**config.mk**
```make
export PLATFORM = sky130hd
export DESIGN_NAME = multi_sum_top
export DESIGN_NICKNAME = d
export VERILOG_FILES = /design/src/design/sum_cfg_pkg.sv /design/src/design/sum_op_pkg.sv /design/src/design/sum_stage_if.sv /design/src/design/csa_42.sv /design/src/design/csa_mod4_tree.sv /design/src/design/ks_adder.sv /design/src/design/multi_sum_top.sv /design/src/design/sum_decode.sv /design/src/design/sum_execute.sv /design/src/design/sum_result.sv
export SDC_FILE = /design/constraint.sdc
export NUM_CORES = 1
export LEC_CHECK = 0
export ABC_AREA = 1
export ABC_CLOCK_PERIOD_IN_PS = 3500
export BUFFER_PORTS_ARGS = -buffer_cell sky130_fd_sc_hd__buf_2
export CELL_PAD_IN_SITES_DETAIL_PLACEMENT = 1
export CELL_PAD_IN_SITES_GLOBAL_PLACEMENT = 1
export CORE_MARGIN = 2
export CORE_UTILIZATION = 35
export DETAILED_ROUTE_END_ITERATION = 8
export PLACE_DENSITY = 0.62
export SYNTH_ARGS = -nofsm -noshare
export SYNTH_HDL_FRONTEND = slang
export SYNTH_SLANG_ARGS = --single-unit
```
**constraint.sdc**
```tcl
create_clock -name clk -period 3.5 [get_ports clk]
set_input_delay 0.875 -clock clk [delete_from_list [all_inputs] [get_ports clk]]
set_output_delay 0.875 -clock clk [all_outputs]
set_load 0.02 [all_outputs]
```
**src/design/sum_cfg_pkg.sv**
```systemverilog
package sum_cfg_pkg;

    // ------------------------------
    // Datapath dimensions
    // ------------------------------

    // Number of operands per command
    localparam int NUM_OPS = 9;

    // Width of one unsigned operand
    localparam int OP_W = 8;

    // Result width, wide enough for the worst-case total
    localparam int SUM_W = OP_W + $clog2(NUM_OPS);

    // Tag that follows each command through the pipe
    localparam int TAG_W = 4;

    typedef logic [NUM_OPS-1:0][OP_W-1:0] operand_vec_t;
    typedef logic [SUM_W-1:0]             sum_t;
    typedef logic [TAG_W-1:0]             tag_t;

endpackage

```
**src/design/sum_op_pkg.sv**
```systemverilog
package sum_op_pkg;

    typedef enum logic [1:0] {
        SUM_ALL  = 2'd0,
        SUM_EVEN = 2'd1,
        SUM_ODD  = 2'd2,
        SUM_LOW  = 2'd3
    } sum_op_e;

    // Indices 0 to LOW_COUNT-1 form the low group
    localparam int LOW_COUNT = 5;

    // One bit per operand, set when the opcode selects it
    function automatic logic [sum_cfg_pkg::NUM_OPS-1:0] op_mask(input sum_op_e op);
        logic [sum_cfg_pkg::NUM_OPS-1:0] mask;
        for (int i = 0; i < sum_cfg_pkg::NUM_OPS; i++) begin
            case (op)
                SUM_ALL:  mask[i] = 1'b1;
                SUM_EVEN: mask[i] = (i % 2 == 0);
                SUM_ODD:  mask[i] = (i % 2 == 1);
                default:  mask[i] = (i < LOW_COUNT);
            endcase
        end
        return mask;
    endfunction

endpackage

```
**src/design/sum_stage_if.sv**
```systemverilog
`timescale 1ns/100ps

// Carry-save pair handed from execute to result
interface sum_stage_if;
    import sum_cfg_pkg::*;

    logic valid;
    tag_t tag;
    sum_t sum_vec;
    sum_t carry_vec;

    modport producer (
        output valid,
        output tag,
        output sum_vec,
        output carry_vec
    );

    modport consumer (
        input valid,
        input tag,
        input sum_vec,
        input carry_vec
    );

endinterface

```
**src/design/csa_42.sv**
```systemverilog
`timescale 1ns/100ps

module csa_42 #(
    parameter int WI = 8,
    parameter int WO = WI + 2
) (
    input  logic [WI-1:0] a,
    input  logic [WI-1:0] b,
    input  logic [WI-1:0] c,
    input  logic [WI-1:0] d,
    output logic [WO-1:0] sum,
    output logic [WO-1:0] carry
);

    logic [WO-1:0] a_x, b_x, c_x, d_x;
    logic [WO-1:0] row1_s, row1_c;

    // Zero-extend to the output width first
    assign a_x = WO'(a);
    assign b_x = WO'(b);
    assign c_x = WO'(c);
    assign d_x = WO'(d);

    // First full-adder row takes a, b, c
    assign row1_s = a_x ^ b_x ^ c_x;
    assign row1_c = ((a_x & b_x) | (a_x & c_x) | (b_x & c_x)) << 1;

    // Second row folds in d
    assign sum   = row1_s ^ row1_c ^ d_x;
    assign carry = ((row1_s & row1_c) | (row1_s & d_x) | (row1_c & d_x)) << 1;

endmodule

```
**src/design/csa_mod4_tree.sv**
```systemverilog
`timescale 1ns/100ps

module csa_mod4_tree (
    input  sum_cfg_pkg::operand_vec_t operands,
    output sum_cfg_pkg::sum_t         sum_vec,
    output sum_cfg_pkg::sum_t         carry_vec
);
    import sum_cfg_pkg::*;

    function automatic int calc_depth(input int n);
        int d;
        int t;
        d = 0;
        t = n;
        while (t > 1) begin
            d = d + 1;
            t = (t + 1) >> 1;
        end
        return d;
    endfunction

    localparam int N_MOD4 = (NUM_OPS >> 2) << 2;
    localparam int N_REM  = NUM_OPS - N_MOD4;
    localparam int NUM_L0 = N_MOD4 >> 2;
    localparam int DEPTH  = calc_depth(NUM_L0);
    localparam int TOTAL_LEVELS = DEPTH + ((N_REM == 3) ? 2 : (N_REM > 0) ? 1 : 0);

    // Two bits of growth per level, capped at the result width
    localparam int MAX_WN = OP_W + TOTAL_LEVELS * 2 + 2;
    localparam int WN     = (SUM_W < MAX_WN) ? SUM_W : MAX_WN;

    function automatic int clamp_w(input int w);
        return (w > WN) ? WN : w;
    endfunction

    // Compressor count at a given tree level
    function automatic int nodes_at(input int lev);
        int n;
        n = NUM_L0;
        for (int k = 0; k < lev; k++) begin
            n = (n + 1) >> 1;
        end
        return n;
    endfunction

    // Inline 3:2 row at full internal width
    function automatic logic [WN-1:0] fa_sum(input logic [WN-1:0] x, y, z);
        return x ^ y ^ z;
    endfunction

    function automatic logic [WN-1:0] fa_carry(input logic [WN-1:0] x, y, z);
        return ((x & y) | (x & z) | (y & z)) << 1;
    endfunction

    logic [WN-1:0] level_s [0:DEPTH][0:NUM_L0-1];
    logic [WN-1:0] level_c [0:DEPTH][0:NUM_L0-1];
    logic [WN-1:0] final_s, final_c;

    // ------------------------------
    // Level 0
    // ------------------------------
    for (genvar i = 0; i < NUM_L0; i++) begin : g_level0
        localparam int WI = clamp_w(OP_W);
        localparam int WO = clamp_w(OP_W + 2);
        logic [WO-1:0] s_out, c_out;

        csa_42 #(.WI(WI), .WO(WO)) u_csa (
            .a     (WI'(operands[i*4 + 0])),
            .b     (WI'(operands[i*4 + 1])),
            .c     (WI'(operands[i*4 + 2])),
            .d     (WI'(operands[i*4 + 3])),
            .sum   (s_out),
            .carry (c_out)
        );

        assign level_s[0][i] = WN'(s_out);
        assign level_c[0][i] = WN'(c_out);
    end

    // ------------------------------
    // Pairwise levels
    // ------------------------------
    for (genvar lev = 1; lev <= DEPTH; lev++) begin : g_levels
        localparam int PREV = nodes_at(lev - 1);
        localparam int CURR = nodes_at(lev);
        localparam int WI   = clamp_w(OP_W + lev * 2);
        localparam int WO   = clamp_w(OP_W + lev * 2 + 2);

        for (genvar i = 0; i < NUM_L0; i++) begin : g_node
            if (i < CURR && (2 * i + 1) < PREV) begin : g_pair
                logic [WO-1:0] s_out, c_out;

                csa_42 #(.WI(WI), .WO(WO)) u_csa (
                    .a     (WI'(level_s[lev-1][2*i])),
                    .b     (WI'(level_c[lev-1][2*i])),
                    .c     (WI'(level_s[lev-1][2*i + 1])),
                    .d     (WI'(level_c[lev-1][2*i + 1])),
                    .sum   (s_out),
                    .carry (c_out)
                );

                assign level_s[lev][i] = WN'(s_out);
                assign level_c[lev][i] = WN'(c_out);
            end else if (i < CURR) begin : g_pass
                // Odd one out goes up unchanged
                assign level_s[lev][i] = level_s[lev-1][2*i];
                assign level_c[lev][i] = level_c[lev-1][2*i];
            end else begin : g_idle
                assign level_s[lev][i] = '0;
                assign level_c[lev][i] = '0;
            end
        end
    end

    // ------------------------------
    // Remainder stage
    // ------------------------------
    if (N_REM == 0) begin : g_rem0
        assign final_s = level_s[DEPTH][0];
        assign final_c = level_c[DEPTH][0];
    end else if (N_REM == 1) begin : g_rem1
        logic [WN-1:0] last_op;

        assign last_op = WN'(operands[NUM_OPS-1]);
        assign final_s = fa_sum(level_s[DEPTH][0], level_c[DEPTH][0], last_op);
        assign final_c = fa_carry(level_s[DEPTH][0], level_c[DEPTH][0], last_op);
    end else if (N_REM == 2) begin : g_rem2
        localparam int WI = clamp_w(OP_W + DEPTH * 2 + 2);
        localparam int WO = clamp_w(OP_W + DEPTH * 2 + 4);
        logic [WO-1:0] s_out, c_out;

        csa_42 #(.WI(WI), .WO(WO)) u_csa (
            .a     (WI'(level_s[DEPTH][0])),
            .b     (WI'(level_c[DEPTH][0])),
            .c     (WI'(operands[NUM_OPS-2])),
            .d     (WI'(operands[NUM_OPS-1])),
            .sum   (s_out),
            .carry (c_out)
        );

        assign final_s = WN'(s_out);
        assign final_c = WN'(c_out);
    end else begin : g_rem3
        logic [WN-1:0] third_op, row_s, row_c;

        // 3:2 row first, then a 4:2 for the last two operands
        assign third_op = WN'(operands[NUM_OPS-3]);
        assign row_s = fa_sum(level_s[DEPTH][0], level_c[DEPTH][0], third_op);
        assign row_c = fa_carry(level_s[DEPTH][0], level_c[DEPTH][0], third_op);

        csa_42 #(.WI(WN), .WO(WN)) u_csa (
            .a     (row_s),
            .b     (row_c),
            .c     (WN'(operands[NUM_OPS-2])),
            .d     (WN'(operands[NUM_OPS-1])),
            .sum   (final_s),
            .carry (final_c)
        );
    end

    assign sum_vec   = SUM_W'(final_s);
    assign carry_vec = SUM_W'(final_c);

endmodule

```
**src/design/ks_adder.sv**
```systemverilog
`timescale 1ns/100ps

module ks_adder #(
    parameter int N = 12
) (
    input  logic [N-1:0] a,
    input  logic [N-1:0] b,
    output logic [N-1:0] sum
);

    localparam int LEVELS = $clog2(N);

    // gen[k] and pro[k] cover a span of 2**k bits ending at each position
    logic [N-1:0] gen [0:LEVELS];
    logic [N-1:0] pro [0:LEVELS-1];

    assign gen[0] = a & b;
    assign pro[0] = a ^ b;

    // ------------------------------
    // Prefix levels
    // ------------------------------
    for (genvar k = 0; k < LEVELS; k++) begin : g_level
        localparam int DIST = 1 << k;

        // Zeros shift in from below since carry-in is zero
        assign gen[k+1] = gen[k] | (pro[k] & (gen[k] << DIST));

        // Last level only needs generate
        if (k + 1 < LEVELS) begin : g_pro
            assign pro[k+1] = pro[k] & (pro[k] << DIST);
        end
    end

    // Carry into bit i is the group generate of bits below it
    // and the carry out of the top bit is dropped
    assign sum = pro[0] ^ (gen[LEVELS] << 1);

endmodule

```
**src/design/multi_sum_top.sv**
```systemverilog
`timescale 1ns/100ps

module multi_sum_top (
    input  logic                      clk,
    input  logic                      rst_n,
    input  logic                      in_valid,
    input  sum_op_pkg::sum_op_e       in_op,
    input  sum_cfg_pkg::tag_t         in_tag,
    input  sum_cfg_pkg::operand_vec_t in_operands,
    output logic                      out_valid,
    output sum_cfg_pkg::tag_t         out_tag,
    output sum_cfg_pkg::sum_t         out_sum
);
    import sum_cfg_pkg::*;

    logic         dec_valid;
    tag_t         dec_tag;
    operand_vec_t dec_operands;

    sum_stage_if stage_if ();

    // Decode, execute and result, one cycle each
    sum_decode u_decode (
        .clk          (clk),
        .rst_n        (rst_n),
        .in_valid     (in_valid),
        .in_op        (in_op),
        .in_tag       (in_tag),
        .in_operands  (in_operands),
        .dec_valid    (dec_valid),
        .dec_tag      (dec_tag),
        .dec_operands (dec_operands)
    );

    sum_execute u_execute (
        .clk          (clk),
        .rst_n        (rst_n),
        .dec_valid    (dec_valid),
        .dec_tag      (dec_tag),
        .dec_operands (dec_operands),
        .st           (stage_if.producer)
    );

    sum_result u_result (
        .clk       (clk),
        .rst_n     (rst_n),
        .st        (stage_if.consumer),
        .out_valid (out_valid),
        .out_tag   (out_tag),
        .out_sum   (out_sum)
    );

endmodule

```
**src/design/sum_decode.sv**
```systemverilog
`timescale 1ns/100ps

module sum_decode (
    input  logic                      clk,
    input  logic                      rst_n,
    input  logic                      in_valid,
    input  sum_op_pkg::sum_op_e       in_op,
    input  sum_cfg_pkg::tag_t         in_tag,
    input  sum_cfg_pkg::operand_vec_t in_operands,
    output logic                      dec_valid,
    output sum_cfg_pkg::tag_t         dec_tag,
    output sum_cfg_pkg::operand_vec_t dec_operands
);
    import sum_cfg_pkg::*;
    import sum_op_pkg::*;

    logic [NUM_OPS-1:0] sel_mask;
    operand_vec_t       masked_ops;

    // Unselected operands become zero
    always_comb begin
        sel_mask = op_mask(in_op);
        for (int i = 0; i < NUM_OPS; i++) begin
            masked_ops[i] = sel_mask[i] ? in_operands[i] : '0;
        end
    end

    always_ff @(posedge clk) begin
        if (!rst_n) begin
            dec_valid <= 1'b0;
        end else begin
            dec_valid <= in_valid;
        end
    end

    // Payload only moves with a valid command
    always_ff @(posedge clk) begin
        if (in_valid) begin
            dec_tag      <= in_tag;
            dec_operands <= masked_ops;
        end
    end

endmodule

```
**src/design/sum_execute.sv**
```systemverilog
`timescale 1ns/100ps

module sum_execute (
    input  logic                      clk,
    input  logic                      rst_n,
    input  logic                      dec_valid,
    input  sum_cfg_pkg::tag_t         dec_tag,
    input  sum_cfg_pkg::operand_vec_t dec_operands,
    sum_stage_if.producer             st
);
    import sum_cfg_pkg::*;

    sum_t tree_sum;
    sum_t tree_carry;

    // Reduction tree is purely combinational
    csa_mod4_tree u_tree (
        .operands  (dec_operands),
        .sum_vec   (tree_sum),
        .carry_vec (tree_carry)
    );

    always_ff @(posedge clk) begin
        if (!rst_n) begin
            st.valid <= 1'b0;
        end else begin
            st.valid <= dec_valid;
        end
    end

    always_ff @(posedge clk) begin
        if (dec_valid) begin
            st.tag       <= dec_tag;
            st.sum_vec   <= tree_sum;
            st.carry_vec <= tree_carry;
        end
    end

endmodule

```
**src/design/sum_result.sv**
```systemverilog
`timescale 1ns/100ps

module sum_result (
    input  logic              clk,
    input  logic              rst_n,
    sum_stage_if.consumer     st,
    output logic              out_valid,
    output sum_cfg_pkg::tag_t out_tag,
    output sum_cfg_pkg::sum_t out_sum
);
    import sum_cfg_pkg::*;

    sum_t total;

    // Carry-propagate add of the carry-save pair
    ks_adder #(.N(SUM_W)) u_cpa (
        .a   (st.sum_vec),
        .b   (st.carry_vec),
        .sum (total)
    );

    always_ff @(posedge clk) begin
        if (!rst_n) begin
            out_valid <= 1'b0;
        end else begin
            out_valid <= st.valid;
        end
    end

    always_ff @(posedge clk) begin
        if (st.valid) begin
            out_tag <= st.tag;
            out_sum <= total;
        end
    end

endmodule

```
Word-level counts from Yosys, hierarchy flattened
Cells that the tools add are included.
W data, S select, Z words.
{ "totals": {"register_bits": 122, "latch_bits": 0, "ram_bits": 0, "rom_bits": 0, "inputBits": 81, "output_inout_bits": 17, "wordCells": 88, "mem_count": 0} }
{ "op_classes": {"n_addsub": 0, "multipliers": 0, "n_div": 0, "n_lt_le_gt_ge": 0, "n_eq_ne": 2, "shifts": 0, "mux": 2, "n_bitwise": 63, "reduce_logical": 3} }
{ "op_table": {"columns": ["operator", "count"], "rows": [
  ["$and A11 B11 Y11", 9],
  ["$or A11 B11 Y11", 9],
  ["$and A8 B8 Y8", 7],
  ["$or A9 B9 Y9", 6],
  ["$and A10 B10 Y10", 4],
  ["$xor A12 B12 Y12", 3],
  ["$xor A8 B8 Y8", 4],
  ["$xor A10 B10 Y10", 3],
  ["$and A9 B8 Y9", 3],
  ["$and A11 B8 Y11", 2],
  ["$xor A10 B8 Y10", 2],
  ["$or A9 B8 Y9", 2],
  ["$xor A10 B12 Y12", 1],
  ["$xor A12 B10 Y12", 1],
  ["$xor A12 B8 Y12", 1],
  ["$and A10 B11 Y11", 1],
  ["$and A11 B10 Y11", 1],
  ["$or A11 B10 Y11", 1],
  ["$xor A8 B10 Y10", 1],
  ["$and A8 B9 Y9", 1],
  ["$and A9 B9 Y9", 1],
  ["$reduce_or A2 Y1", 2],
  ["$eq A2 B1 Y1 const B", 1],
  ["$eq A2 B2 Y1 const B", 1],
  ["other kinds (2)", 3]
]} }

Depth between registers and ports, before layout
{ "depth": {"word_depth": 15, "mapped_depth": 9, "mapped_depth_nobuf": 9} }

Hierarchy
From an unflattened synthesis, not the netlist that was laid out.
{ "hier_totals": {"hier_cells": 506, "hier_area_um2": 6462.4} }
{ "modules_own_cells": {"columns": ["mod", "n_inst", "cells_each", "area_per_inst_um2", "seq_area_each_um2"], "rows": [
  ["sum_decode", 1, 237, 3060.4, 2302.2],
  ["sum_execute", 1, 31, 868.3, 860.8],
  ["csa_42 (u_execute.u_tree.g_level0[0].u_csa ...)", 2, 25, 357.8, 0.0],
  ["ks_adder", 1, 122, 644.4, 0.0],
  ["sum_result", 1, 19, 508.0, 500.5],
  ["csa_42 (u_execute.u_tree.g_levels[1].g_node[0].g_pair.u_csa)", 1, 29, 437.9, 0.0],
  ["csa_mod4_tree", 1, 18, 227.7, 0.0]
]} }

Least setup slack after synthesis
Ideal clock, no wire load.
{ "synth_timing": {"path_kind": "register to register", "from": "register u_decode.dec_operands[3] (netlist bit)", "to": "register u_execute.st.sum_vec[3] (data pin)", "setup_ns": 0.269, "arrival_time_ns": 2.886, "t_required_ns": 3.231, "setup_slack_ns": 0.345, "path_stages_with_launch": 10, "n_path_buf": 0, "period_less_slack_ns": 3.155, "path_cell_list": "edfxtp_1 > fa_1 > inv_1 > fa_1 > inv_1 > fa_1 > inv_1 > fa_1 > inv_1 > fa_1"} }
{ "synth_between": {"elab_chain_cells": 10} }
{ "synth_rtl": {"columns": ["element", "line_no", "source"], "rows": [
  ["start, declared", "sum_decode.sv:12", "output sum_cfg_pkg::operand_vec_t dec_operands"],
  ["start signal, assigned", "sum_decode.sv:40", "dec_operands <= masked_ops;"],
  ["$xor A8 B8 Y8 (2 in series)", "csa_42.sv:25", "assign row1_s = a_x ^ b_x ^ c_x;"],
  ["$xor A10 B10 Y10", "csa_42.sv:29", "assign sum = row1_s ^ row1_c ^ d_x;"],
  ["$xor A10 B8 Y10", "csa_42.sv:29", null],
  ["$xor A10 B10 Y10 (2 in series)", "csa_42.sv:25", null],
  ["$xor A10 B12 Y12", "csa_42.sv:29", null],
  ["$xor A12 B10 Y12", "csa_42.sv:29", null],
  ["$xor A12 B12 Y12", "csa_mod4_tree.sv:48", "return x ^ y ^ z;"],
  ["$xor A12 B8 Y12", "csa_mod4_tree.sv:48", null],
  ["named net u_execute.tree_sum[3]", "sum_execute.sv:13", "sum_t tree_sum;"],
  ["end signal, assigned", "sum_execute.sv:34", "st.sum_vec <= tree_sum;"],
  ["end, declared", "sum_stage_if.sv:15", "output sum_vec,"]
]} }
The timed path passes the listed nets, and every way through them passes these cells.
A chain may end at the register's enable or synchronous reset.

Worst setup path in the final report
{ "layout_timing": {"from": "register u_decode.dec_operands[4] (netlist bit)", "to": "register u_execute.st.sum_vec[4] (data pin)"} }
Same word-level chain as after synthesis.

==> load_flow_metrics.sql <==
INSERT INTO impl_metrics (metric_group, metric, value, unit) VALUES
('drt', 'antenna_left', '0', ''),
('critical_path', 'worstSetupPathType', 'flop to flop', ''),
('timing', 'period_minus_slack', '3.25', 'ns'),
('outcome', 'run_status', 'complete, no violations', ''),
('clocking', 'clk_pin_slew', '0.05', 'ns'),
('floorplanning', 'initial_core_utilization', '35.4', '%'),
('critical_path', 'critPathMostFrequentCell', 'fa_1', ''),
('yosys', 'ys_seq_area_share', '58.7', '%'),
('placed_design', 'buffer_ports.inserted', '97', ''),
('placed_design', 'placed_wire_length_estimate_after_detailed_placement', '8050', 'um'),
('grt', 'via_count_of_the_first_global_routing_pass', '3854', ''),
('yosys', 'ys_async_sr_fraction', '0', '%'),
('timing', 'report.final.slew_viol_count', '0', ''),
('clocking', 'post_cts_buffers', '0', ''),
('yosys', 'yosys.area_share.adder', '20.9', '%'),
('drt', 'detail_route.drc_violations', '0', ''),
('critical_path', 'critical_path_arrival', '3.40', 'ns'),
('clocking', 'clock-root-buffer', 'clkbuf_16', ''),
('clocking', 'post_cts.resized_instances', '0', ''),
('timing', 'fin_setup_tns', '0', 'ns'),
('yosys', 'yosys-mux-area-fraction', '0', '%'),
('drt', 'wire_per_inst', '12.8', 'um'),
('layout', 'layout.nets', '751', ''),
('yosys', 'synth_area_leader_cell', 'edfxtp_1', ''),
('timing', 'max_slew.worst_pin.slew', '1.01', 'ns'),
('critical_path', 'cp.required', '3.65', 'ns'),
('yosys', 'synth_top_area_share', '57.7', '%'),
('clocking', 'cts_max_level', '4', ''),
('drt', 'drt_first_pass_iters', '4', ''),
('yosys', 'syn_area', '6030', 'um^2'),
('critical_path', 'buffering_stage_count_on_the_worst_path_with_inverters_included', '4', ''),
('floorplanning', 'ioPinCount', '98', ''),
('timing', 'timing.clock.skew', '0.00544', 'ns'),
('critical_path', 'slowest_stage', 'fa_1', ''),
('yosys', 'synth_enable_flop_cells', '116', ''),
('floorplanning', 'fp.dieH', '135', 'um'),
('drt', 'vias_cell', '4.10', ''),
('yosys', 'synthCells', '492', ''),
('power', 'pwr_density_cell', '741', 'nW/um^2'),
('timing', 'timing.final.hold_violations', '0', ''),
('yosys', 'synth_xor_area_share', '0.581', '%'),
('yosys', 'synth_simple_gate_area_share', '8.56', '%'),
('power', 'vdd_drop_max', '0.414', 'mV'),
('floorplanning', 'dieWidth', '135', 'um'),
('floorplanning', 'core_area', '17100', 'um^2'),
('grt', 'largest_net_degree_at_the_start_of_global_routing', '78', ''),
('timing', 'rsz0062_at_grt', 'no', ''),
('yosys', 'synth.distinct_cells', '19', ''),
('drt', 'detailroute.via_count', '3439', ''),
('critical_path', 'max_stage_delay', '0.54', 'ns'),
('critical_path', 'timing.critical_path.from_type', 'flop', ''),
('drt', 'wl', '10700', 'um'),
('critical_path', 'critical_path.endpoint_type', 'flop', ''),
('layout', 'antenna-diode-count', '0', ''),
('critical_path', 'crit_path_cell_trace', 'fa_1, inv_1, fa_1, inv_1, fa_1, inv_1, fa_1, inv_1, fa_1', ''),
('grt', 'globalRoute.totalOverflow', '0', ''),
('timing', 'setup-violations-final', '0', ''),
('clocking', 'worstSkewPairLatency', '0.41', 'ns'),
('power', 'p_sw_share', '31.5', '%'),
('drt', 'initialDrtViolationCount', '131', ''),
('power', 'power_frac_seq', '37.7', '%'),
('layout', 'area_delta_synth_final', '21.3', '%'),
('power', 'clkPwrFrac', '30.5', '%'),
('power', 'power.internal', '3720', 'uW'),
('yosys', 'dominant_combinational_cell_family_by_area_after_synthesis', 'adder cells', ''),
('clocking', 'tritoncts_num_sinks', '119', ''),
('worst_hold_path', 'worstHoldPathType', 'flop to flop', ''),
('floorplanning', 'dieArea', '18300', 'um^2'),
('grt', 'track_usage', '13.1', '%'),
('grt', 'first_pass_grt_wire_length', '18300', 'um'),
('yosys', 'ys_top_cells_by_area', 'edfxtp_1 58%, fa_1 18%, inv_1 9.9%', '');
per-stage QoR:
step | std cells | area [um^2] | total power [uW] | setup WS, ns | util [%]
after global placement | 807 | 6760 | 3740 | 0.305 | 39.6
after global routing | 839 | 7320 | 5920 | 0.115 | 42.9
after CTS | 839 | 7320 | 5530 | 0.233 | 42.9
after floorplan | 492 | 6030 | 3320 | 0.345 | -
after detailed placement | 807 | 6760 | 3850 | 0.238 | 39.6
final | 839 | 7320 | 5420 | 0.250 | 42.9
kinds of logic after synthesis:
kind of cell / count (synthesis)
AND/OR/NAND/NOR: 128
buffers and inverters: 166
AO/OA/AOI/OAI: 6
flip-flops: 119
adder cells (fa/ha/maj): 69
XOR/XNOR: 4
power groups by stage:
| stage | combinational (uW) | clock (uW) | sequential, uW |
|---|---|---|---|
| CTS | 1790 | 1690 | 2050 |
| global placement | 1670 | 0 | 2070 |
| finish | 1730 | 1650 | 2040 |
| floorplan | 1230 | 0 | 2080 |
| detailed placement | 1780 | 0 | 2080 |
| global route | 2090 | 1750 | 2070 |
flip-flops by register name, summed over array words and instances, names as in the netlist, 4 cells and up:
register and count:
u_decode.dec_operands 72, u_result.out_tag 4, u_execute.st.tag 4, u_execute.st.carry_vec 10, u_execute.st.sum_vec 10, u_result.out_sum 12
u_decode.dec_tag 4
worst reg2reg max path, cell delays in order, from the launching register on:
cell	delay, ns
edfxtp_1	0.40
fa_1	0.54
inv_1	0.05
fa_1	0.48
inv_1	0.05
fa_1	0.47
inv_1	0.05
fa_1	0.47
inv_1	0.05
fa_1	0.42
worst paths after layout:
check	cells past startpoint	slack, ns	from	end
max	9	0.25	u_decode.dec_operands[4]$_SDFFCE_PP0P_	u_execute.st.sum_vec[4]$_DFFE_PP_
min	0	0.42	u_execute.st.tag[0]$_DFFE_PP_	u_result.out_tag[0]$_DFFE_PP_
min reg2reg	0	0.42	u_execute.st.tag[0]$_DFFE_PP_	u_result.out_tag[0]$_DFFE_PP_
max reg2reg	9	0.25	u_decode.dec_operands[4]$_SDFFCE_PP0P_	u_execute.st.sum_vec[4]$_DFFE_PP_
layout by cell type (no fill, tap or decap):
master and n:
xnor2_1 1, inv_1 159, clkinv_2 7, nand3_1 8, nor2_4 2, bufinv_16 2, buf_4 1, clkbuf_16 17
o21a_1 1, nand3b_1 1, inv_6 1, nor2_2 1, dfxtp_1 3, clkbuf_1 1, buf_2 96, ha_1 16
a21oi_1 5, nand4_1 1, nor2_1 77, xor2_1 3, clkinvlp_4 4, edfxtp_1 116, nand2_1 37, nand2_2 1
fa_1 53
cell type report:
class | count | area [um^2] | share of cell area (%)
flip-flops and latches | 119 | 3540 | 48.4
multi-input cells | 207 | 1850 | 25.2
inverters | 159 | 597 | 8.16
repair buffers | 97 | 488 | 6.67
clock buffers | 18 | 429 | 5.86
well taps | 225 | 282 | 3.85
clock inverters | 14 | 134 | 1.83
metal layers:
layer | vias to the layer above | GRT usage [%] | wire length (um)
li1 | 1695 | - | -
met1 | 1659 | 16.1 | 4750
met2 | 72 | 22.2 | 5380
met3 | 13 | 3.52 | 398
met4 | 0 | 5.32 | 181
met5 | - | 0 | 0
No activity file was read; power rests on OpenSTA's default activity.
